<file path="src/rtl/cam_pkg.sv">
package cam_pkg;

    // ====================
    // lookup path widths
    // ====================
    localparam int key_w      = 64;
    localparam int num_slices = 4;
    localparam int slice_w    = key_w / num_slices;
    localparam int cam_depth  = 16;
    localparam int addr_w     = 4;
    localparam int payload_w  = 32;

    // reported when no entry matches
    localparam logic [addr_w-1:0] miss_addr = '1;

    // ====================
    // control stream
    // ====================
    localparam int ctrl_w = 64;

    localparam logic [15:0] ctrl_flag_value = 16'hf2f1;

    // header field positions
    localparam int flag_lsb      = 0;
    localparam int flag_w        = 16;
    localparam int lookup_id_lsb = 16;
    localparam int lookup_id_w   = 3;
    localparam int stage_id_lsb  = 19;
    localparam int stage_id_w    = 5;
    localparam int kind_lsb      = 24;
    localparam int kind_w        = 4;
    localparam int start_lsb     = 28;
    localparam int start_w       = 8;

    localparam logic [lookup_id_w-1:0] lookup_id_value  = 3'd2;
    localparam logic [stage_id_w-1:0]  default_stage_id = 5'd0;

    // table kind carried in the header
    typedef enum logic [kind_w-1:0] {
        kind_cam    = 4'd0,
        kind_action = 4'd2
    } entry_kind_t;

    typedef enum logic [1:0] {
        ctrl_idle,
        ctrl_entry,
        ctrl_pass
    } ctrl_state_t;

endpackage

</file>
<file path="src/rtl/key_dispatch.sv">
`timescale 1ns/1ps

module key_dispatch (
    input  logic                          clk,
    input  logic                          rst_n,
    input  logic                          key_valid,
    input  logic [cam_pkg::key_w-1:0]     key,
    input  logic [cam_pkg::payload_w-1:0] payload,
    output logic                          disp_valid,
    output logic [cam_pkg::key_w-1:0]     disp_key,
    output logic [cam_pkg::payload_w-1:0] disp_payload
);
    import cam_pkg::*;

    // strobe follows the input every cycle
    always_ff @(posedge clk or negedge rst_n) begin
        if (!rst_n) begin
            disp_valid <= 1'b0;
        end else begin
            disp_valid <= key_valid;
        end
    end

    // key and payload held until the next strobe
    always_ff @(posedge clk) begin
        if (key_valid) begin
            disp_key     <= key;
            disp_payload <= payload;
        end
    end

endmodule

</file>
<file path="src/rtl/cam_slice.sv">
`timescale 1ns/1ps

module cam_slice (
    input  logic                        clk,
    input  logic                        rst_n,
    input  logic                        cmp_valid,
    input  logic [cam_pkg::slice_w-1:0] cmp_data,
    input  logic                        wr_en,
    input  logic [cam_pkg::addr_w-1:0]  wr_addr,
    input  logic [cam_pkg::slice_w-1:0] wr_data,
    output logic                        match_valid,
    output logic [cam_pkg::cam_depth-1:0] match_vec
);
    import cam_pkg::*;

    logic [slice_w-1:0]   mem [cam_depth];
    logic [cam_depth-1:0] entry_valid;
    logic [cam_depth-1:0] match_now;

    // ====================
    // entry storage
    // ====================
    always_ff @(posedge clk) begin
        if (wr_en) begin
            mem[wr_addr] <= wr_data;
        end
    end

    always_ff @(posedge clk or negedge rst_n) begin
        if (!rst_n) begin
            entry_valid <= '0;
        end else if (wr_en) begin
            entry_valid[wr_addr] <= 1'b1;
        end
    end

    // ====================
    // compare
    // ====================
    // an entry being written this cycle is compared against its new value
    always_comb begin
        for (int i = 0; i < cam_depth; i++) begin
            if (wr_en && (wr_addr == addr_w'(i))) begin
                match_now[i] = (wr_data == cmp_data);
            end else begin
                match_now[i] = entry_valid[i] && (mem[i] == cmp_data);
            end
        end
    end

    always_ff @(posedge clk or negedge rst_n) begin
        if (!rst_n) begin
            match_valid <= 1'b0;
        end else begin
            match_valid <= cmp_valid;
        end
    end

    always_ff @(posedge clk) begin
        match_vec <= match_now;
    end

endmodule

</file>
<file path="src/rtl/match_resolve.sv">
`timescale 1ns/1ps

module match_resolve (
    input  logic                          clk,
    input  logic                          rst_n,
    input  logic                          vec_valid,
    input  logic [cam_pkg::num_slices-1:0][cam_pkg::cam_depth-1:0] match_vecs,
    input  logic [cam_pkg::payload_w-1:0] disp_payload,
    output logic                          result_valid,
    output logic                          hit,
    output logic [cam_pkg::addr_w-1:0]    match_addr,
    output logic [cam_pkg::payload_w-1:0] payload_out
);
    import cam_pkg::*;

    logic [cam_depth-1:0] all_match;
    logic [addr_w-1:0]    first_addr;
    logic [payload_w-1:0] payload_d;

    // same entry must match in every slice
    always_comb begin
        all_match = '1;
        for (int s = 0; s < num_slices; s++) begin
            all_match = all_match & match_vecs[s];
        end
    end

    // lowest index wins
    always_comb begin
        first_addr = miss_addr;
        for (int i = cam_depth - 1; i >= 0; i--) begin
            if (all_match[i]) begin
                first_addr = addr_w'(i);
            end
        end
    end

    // payload waits one cycle while the slices compare
    always_ff @(posedge clk) begin
        payload_d <= disp_payload;
    end

    // ====================
    // result register
    // ====================
    always_ff @(posedge clk or negedge rst_n) begin
        if (!rst_n) begin
            result_valid <= 1'b0;
            hit          <= 1'b0;
        end else begin
            result_valid <= vec_valid;
            hit          <= vec_valid && (|all_match);
        end
    end

    always_ff @(posedge clk) begin
        match_addr  <= first_addr;
        payload_out <= payload_d;
    end

endmodule

</file>
<file path="src/rtl/table_writer.sv">
`timescale 1ns/1ps

module table_writer #(
    parameter logic [cam_pkg::stage_id_w-1:0] stage_id = cam_pkg::default_stage_id
) (
    input  logic                       clk,
    input  logic                       rst_n,
    input  logic                       ctrl_in_valid,
    input  logic [cam_pkg::ctrl_w-1:0] ctrl_in_data,
    input  logic                       ctrl_in_last,
    output logic                       ctrl_out_valid,
    output logic [cam_pkg::ctrl_w-1:0] ctrl_out_data,
    output logic                       ctrl_out_last,
    output logic                       wr_en,
    output logic [cam_pkg::addr_w-1:0] wr_addr,
    output logic [cam_pkg::key_w-1:0]  wr_key
);
    import cam_pkg::*;

    logic              in_valid_r;
    logic [ctrl_w-1:0] in_data_r;
    logic              in_last_r;

    ctrl_state_t       state;
    logic [addr_w-1:0] entry_idx;

    logic [flag_w-1:0]      hdr_flag;
    logic [stage_id_w-1:0]  hdr_stage;
    logic [lookup_id_w-1:0] hdr_lookup;
    entry_kind_t            hdr_kind;
    logic [start_w-1:0]     hdr_start;
    logic                   is_header;
    logic                   do_write;
    logic                   do_fwd;

    // ====================
    // input register
    // ====================
    always_ff @(posedge clk or negedge rst_n) begin
        if (!rst_n) begin
            in_valid_r <= 1'b0;
            in_last_r  <= 1'b0;
        end else begin
            in_valid_r <= ctrl_in_valid;
            in_last_r  <= ctrl_in_last;
        end
    end

    always_ff @(posedge clk) begin
        in_data_r <= ctrl_in_data;
    end

    // header fields of the registered word
    assign hdr_flag   = in_data_r[flag_lsb +: flag_w];
    assign hdr_stage  = in_data_r[stage_id_lsb +: stage_id_w];
    assign hdr_lookup = in_data_r[lookup_id_lsb +: lookup_id_w];
    assign hdr_kind   = entry_kind_t'(in_data_r[kind_lsb +: kind_w]);
    assign hdr_start  = in_data_r[start_lsb +: start_w];

    assign is_header = (hdr_flag == ctrl_flag_value) && (hdr_stage == stage_id) &&
                       (hdr_lookup == lookup_id_value) && (hdr_kind == kind_cam);

    assign do_write = in_valid_r && (state == ctrl_entry);
    assign do_fwd   = in_valid_r && ((state == ctrl_pass) ||
                                     (state == ctrl_idle && !is_header));

    // ====================
    // packet FSM
    // ====================
    always_ff @(posedge clk or negedge rst_n) begin
        if (!rst_n) begin
            state          <= ctrl_idle;
            entry_idx      <= '0;
            wr_en          <= 1'b0;
            ctrl_out_valid <= 1'b0;
            ctrl_out_last  <= 1'b0;
        end else begin
            wr_en          <= do_write;
            ctrl_out_valid <= do_fwd;
            ctrl_out_last  <= do_fwd && in_last_r;

            case (state)
                ctrl_idle: begin
                    // header alone with last set loads nothing
                    if (in_valid_r && !in_last_r) begin
                        if (is_header) begin
                            state     <= ctrl_entry;
                            entry_idx <= hdr_start[addr_w-1:0];
                        end else begin
                            state <= ctrl_pass;
                        end
                    end
                end
                ctrl_entry: begin
                    if (in_valid_r) begin
                        entry_idx <= entry_idx + 1'b1;
                        if (in_last_r) begin
                            state <= ctrl_idle;
                        end
                    end
                end
                ctrl_pass: begin
                    if (in_valid_r && in_last_r) begin
                        state <= ctrl_idle;
                    end
                end
                default: begin
                    state <= ctrl_idle;
                end
            endcase
        end
    end

    // write data and forwarded word
    always_ff @(posedge clk) begin
        if (do_write) begin
            wr_addr <= entry_idx;
            wr_key  <= in_data_r[key_w-1:0];
        end
        if (do_fwd) begin
            ctrl_out_data <= in_data_r;
        end
    end

endmodule

</file>
<file path="src/rtl/lookup_stage_top.sv">
`timescale 1ns/1ps

module lookup_stage_top #(
    parameter logic [cam_pkg::stage_id_w-1:0] stage_id = cam_pkg::default_stage_id
) (
    input  logic                          clk,
    input  logic                          rst_n,
    // lookup path
    input  logic                          key_valid,
    input  logic [cam_pkg::key_w-1:0]     key,
    input  logic [cam_pkg::payload_w-1:0] payload,
    output logic                          result_valid,
    output logic                          hit,
    output logic [cam_pkg::addr_w-1:0]    match_addr,
    output logic [cam_pkg::payload_w-1:0] payload_out,
    // control path
    input  logic                          ctrl_in_valid,
    input  logic [cam_pkg::ctrl_w-1:0]    ctrl_in_data,
    input  logic                          ctrl_in_last,
    output logic                          ctrl_out_valid,
    output logic [cam_pkg::ctrl_w-1:0]    ctrl_out_data,
    output logic                          ctrl_out_last
);
    import cam_pkg::*;

    logic                 disp_valid;
    logic [key_w-1:0]     disp_key;
    logic [payload_w-1:0] disp_payload;

    logic                 wr_en;
    logic [addr_w-1:0]    wr_addr;
    logic [key_w-1:0]     wr_key;

    logic [num_slices-1:0]                slice_valid;
    logic [num_slices-1:0][cam_depth-1:0] match_vecs;

    key_dispatch u_dispatch (
        .clk          (clk),
        .rst_n        (rst_n),
        .key_valid    (key_valid),
        .key          (key),
        .payload      (payload),
        .disp_valid   (disp_valid),
        .disp_key     (disp_key),
        .disp_payload (disp_payload)
    );

    table_writer #(
        .stage_id (stage_id)
    ) u_writer (
        .clk            (clk),
        .rst_n          (rst_n),
        .ctrl_in_valid  (ctrl_in_valid),
        .ctrl_in_data   (ctrl_in_data),
        .ctrl_in_last   (ctrl_in_last),
        .ctrl_out_valid (ctrl_out_valid),
        .ctrl_out_data  (ctrl_out_data),
        .ctrl_out_last  (ctrl_out_last),
        .wr_en          (wr_en),
        .wr_addr        (wr_addr),
        .wr_key         (wr_key)
    );

    // slice g holds key bits g*slice_w upward
    for (genvar g = 0; g < num_slices; g++) begin : g_slice
        cam_slice u_slice (
            .clk         (clk),
            .rst_n       (rst_n),
            .cmp_valid   (disp_valid),
            .cmp_data    (disp_key[g*slice_w +: slice_w]),
            .wr_en       (wr_en),
            .wr_addr     (wr_addr),
            .wr_data     (wr_key[g*slice_w +: slice_w]),
            .match_valid (slice_valid[g]),
            .match_vec   (match_vecs[g])
        );
    end

    match_resolve u_resolve (
        .clk          (clk),
        .rst_n        (rst_n),
        .vec_valid    (&slice_valid),
        .match_vecs   (match_vecs),
        .disp_payload (disp_payload),
        .result_valid (result_valid),
        .hit          (hit),
        .match_addr   (match_addr),
        .payload_out  (payload_out)
    );

endmodule

</file>
<file path="config.mk">
export PLATFORM = sky130hd
export DESIGN_NAME = lookup_stage_top
export DESIGN_NICKNAME = d
export VERILOG_FILES = /design/src/rtl/cam_pkg.sv /design/src/rtl/key_dispatch.sv /design/src/rtl/cam_slice.sv /design/src/rtl/match_resolve.sv /design/src/rtl/table_writer.sv /design/src/rtl/lookup_stage_top.sv
export SDC_FILE = /design/constraint.sdc
export NUM_CORES = 2
export LEC_CHECK = 0
export ABC_CLOCK_PERIOD_IN_PS = 6170
export BUFFER_PORTS_ARGS = -buffer_cell sky130_fd_sc_hd__buf_2
export CAP_MARGIN = 40
export CORE_UTILIZATION = 25
export DETAILED_ROUTE_END_ITERATION = 12
export GPL_ROUTABILITY_DRIVEN = 0
export PLACE_DENSITY_LB_ADDON = 0.2
export SYNTH_ARGS = -nofsm -noshare
export SYNTH_HDL_FRONTEND = slang
export SYNTH_HIERARCHICAL = 1
export SYNTH_SLANG_ARGS = --single-unit
</file>
<file path="constraint.sdc">
create_clock -name clk -period 6.17 [get_ports clk]
set_input_delay 0.617 -clock clk [delete_from_list [all_inputs] [get_ports clk]]
set_output_delay 0.617 -clock clk [all_outputs]
set_load 0.005 [all_outputs]
</file>
==> results.yml <==
sta:
  final_max_slew_viol_count: 0
  hold_viol: 0
  setup_slack_ns: 3.27
  tightest_slew_ns: 0.926
  setup_tns_ns: 0
  max_freq_ghz: 0.345
  final.min_clock_period_ns: 2.90
  post-route-period-util: 0.470
  fin_skew_ns: 0.0209
  slew-limit-headroom: 0.381
  final-setup-viol-count: 0
  rsz0062_at_grt: "false"
global_route:
  grt_pass1_vias: 31692
  grt-ovfl-total: 0
  grt_antenna_before_repair: 14
  track_usage: 0.150
  grt_pass1_wl_um: 250000
  grt_max_degree: 46
worst_setup_path:
  crit_type: "reg -> reg"
  crit_path_end_kind: "flip-flop"
  rr_worst_depth: 3
  worstPathArrival_ns: 3.36
  rr_endpoint: "g_slice[0].u_slice/mem[12][9]$_DFFE_PP_"
  r2r_slack_ns: 3.27
  start_kind: "flip-flop"
  worstPathMaxFanout: 20
  reg2reg_from: "u_writer/wr_addr[3]$_DFFE_PP_"
  critPathRequiredTime_ns: 6.63
hold_path:
  worstHoldStart: "key[12]"
  whs_endpoint: "u_dispatch/disp_key[12]$_DFFE_PP_"
  worst_hold_path_type: "in -> reg"
  worstHoldPathCells: 1
synth:
  synthAdderAreaFrac: 0.000213
  synth_nets: 3658
  synth-xor-area-share: 0.162
  avgSynthCellArea_sq_um: 16.9
  synth_flop_cell: "edfxtp_1"
  synth-edff-count: 1252
  synth_top_family_by_area: "XOR/XNOR gates"
  yosys_warnings: 6
  synth_compound_area_frac: 0.0127
  synth-simple-area-share: 0.0675
  syn-cell-area_sq_mm: 0.0589
  netlist_instances: 3492
  ys_seq_area_frac: 0.740
  async_reset_ff_frac: 0.0536
  ys_types: 49
  synthMuxAreaShare: 0.00121
  yosys_register_bits: 1530
clocking:
  clk_pin_slew_worst_paths_ns: 0.06
  cts_tree: "built"
  cts_buffers: 172
  htree_num_levels: 4
  cts_num_sinks: 1530
  worstSkewPairLatency_ns: 0.83
  root_buffer: "clkbuf_16"
  post_cts_buffers: 0
  cts.path.max_buffers: 3
placement:
  dp_slack_ns: 3.25
  place_area_sq_mm: 0.0647
  dpl.hpwl_um: 104000
  port_buffers: 268
cells_and_area:
  final_cell_mix: "1252 x edfxtp_1, 1025 x xor2_1, 269 x buf_2"
  mostFrequentLayoutCell: "edfxtp_1"
  drive_gt1_frac: 0.190
  nets: 4309
  finalInstanceArea_sq_mm: 0.0722
  num-fill-cells: 22943
  syn_to_final_growth_pct: 22.7
pwr:
  vdd_drop_max_v: 0.000210
  p_leak_uw: 0.0255
  total_power_uw: 23100
  power_density_mw_per_mm2: 319
drt:
  drt-wirelength-per-cell_um: 24.2
  vias: 31050
  remaining_drc_errors: 0
  drtIter0Drc: 1996
  first_pass_iters: 7
  vias_per_cell: 4.18
  postRouteAntennaNets: 0
  wirelength_um: 180000
floorplan:
  dieArea_sq_mm: 0.237
  start_util: 0.252
  die_y_um: 487
  fp-row-count: 177
  die_w_um: 487
  core_sq_mm: 0.233
  pin_count: 269
run_status:
  outcome: "finished, final reports clean"
run:
  maxCapViolCount: 0
[registers in the layout, indices dropped and copies added, names as in the netlist, 2 cells and up]
register / flops
u_writer/ctrl_out_data: 64
g_slice.u_slice/entry_valid: 64
g_slice.u_slice/match_valid: 4
u_writer/state: 2
g_slice.u_slice/mem: 1024
u_writer/wr_addr: 4
u_resolve/payload_out: 32
u_writer/entry_idx: 4
u_dispatch/disp_payload: 32
u_resolve/payload_d: 32
u_dispatch/disp_key: 64
g_slice.u_slice/match_vec: 64
u_writer/wr_key: 64
u_writer/in_data_r: 64
u_resolve/match_addr: 4
[worst max-delay path, cell delays in order (launching register included)]
cell	delay, ns
edfxtp_1	0.85
nand3_1	0.57
or3_1	0.59
inv_1	0.50
[cell type report]
class                   instances  area, sq um  area share
flip-flops and latches       1530        43600       0.603
multi-input cells            1803        14400       0.199
clock buffers                 244         4880      0.0676
repair buffers                610         4340      0.0601
well taps                    3132         3920      0.0543
clock inverters                82         1030      0.0142
inverters                      26         97.6     0.00135
diodes                          9         22.5    0.000312
[synth_stat cells (2+ instances only)]
master	instances	area, sq um
edfxtp_1	1252	37600
xor2_1	1025	8980
dfxtp_1	196	3920
nor4_1	192	1200
buf_2	97	485
dfrtp_1	82	2050
nand3_1	72	360
nor3_1	69	345
xnor2_1	65	569
nand2b_1	45	282
nor2_1	45	169
nand4b_1	40	350
or2_2	40	250
nand4_1	36	225
inv_1	26	97.6
o22ai_1	24	150
o32ai_1	24	210
buf_6	20	225
nor4_2	17	213
buf_4	16	120
o32ai_2	16	260
nand2_1	13	48.8
or3_1	10	62.6
o21ai_0	9	45.0
nand3b_1	8	60.1
nand4_2	6	75.1
nor3b_1	5	37.5
and4_4	4	45.0
mux2_4	4	60.1
a31oi_1	3	18.8
and4_1	3	26.3
nor2b_4	3	41.3
nor4b_4	3	71.3
or3b_2	3	26.3
a21oi_1	2	10.0
and2_1	2	12.5
and4b_1	2	20.0
nand2_2	2	12.5
[stage by stage]
| step | utilization | std cells | hold slack [ns] |
|---|---|---|---|
| floorplan | - | 3492 | 0.310 |
| global placement | 0.277 | 6936 | 0.310 |
| detailed placement | 0.277 | 6941 | 0.312 |
| CTS | 0.310 | 7427 | 0.00595 |
| global route | 0.310 | 7430 | 0.0298 |
| finish | 0.310 | 7436 | 0.0490 |
[power by group]
group | internal (uW) | switching (uW)
sequential | 11200 | 63.7
combinational | 438 | 738
clock | 6240 | 4380
total | 17900 | 5180
[routing by layer]
| layer | up-vias | wire, um | global-route usage |
|---|---|---|---|
| met5 | - | 0 | 0 |
| met4 | 0 | 3820 | 0.0403 |
| met3 | 207 | 5990 | 0.0211 |
| met2 | 615 | 89000 | 0.256 |
| met1 | 16126 | 80900 | 0.198 |
| li1 | 14102 | - | - |
[kinds of logic after synthesis]
| family | count (synthesis) |
|---|---|
| DFF | 1530 |
| AOI/OAI and AO/OA | 83 |
| xor gates and xnor gates | 1090 |
| adders and majority gates | 1 |
| buffers and inverters | 159 |
| and+or+nand+nor | 624 |
| muxes | 5 |
[worst max path at each step]
stage                                    from                                        to  slack [ns]  depth (start not counted)
6_report        u_writer/wr_addr[3]$_DFFE_PP_   g_slice[0].u_slice/mem[12][9]$_DFFE_PP_        3.27                          3
2_1_floorplan  u_writer/in_data_r[10]$_DFF_P_         u_writer/ctrl_out_valid$_DFF_PN0_        0.44                          4
5_1_grt         u_writer/wr_addr[2]$_DFFE_PP_  g_slice[3].u_slice/mem[12][15]$_DFFE_PP_        3.08                          3
3_3_place_gp         u_writer/wr_en$_DFF_PN0_    g_slice[1].u_slice/mem[0][2]$_DFFE_PP_        3.20                          3
4_1_cts         u_writer/wr_addr[2]$_DFFE_PP_   g_slice[3].u_slice/mem[12][7]$_DFFE_PP_        3.24                          3
3_5_place_dp    u_writer/wr_addr[2]$_DFFE_PP_   g_slice[3].u_slice/mem[12][7]$_DFFE_PP_        3.25                          3
[timing repair]
action | 4_1_cts | 5_1_grt
hold endpoints to repair | 180 | 0
hold buffers | 160 | 0
resized for setup | 0 | 0
Power figures use the tool's default switching activity.
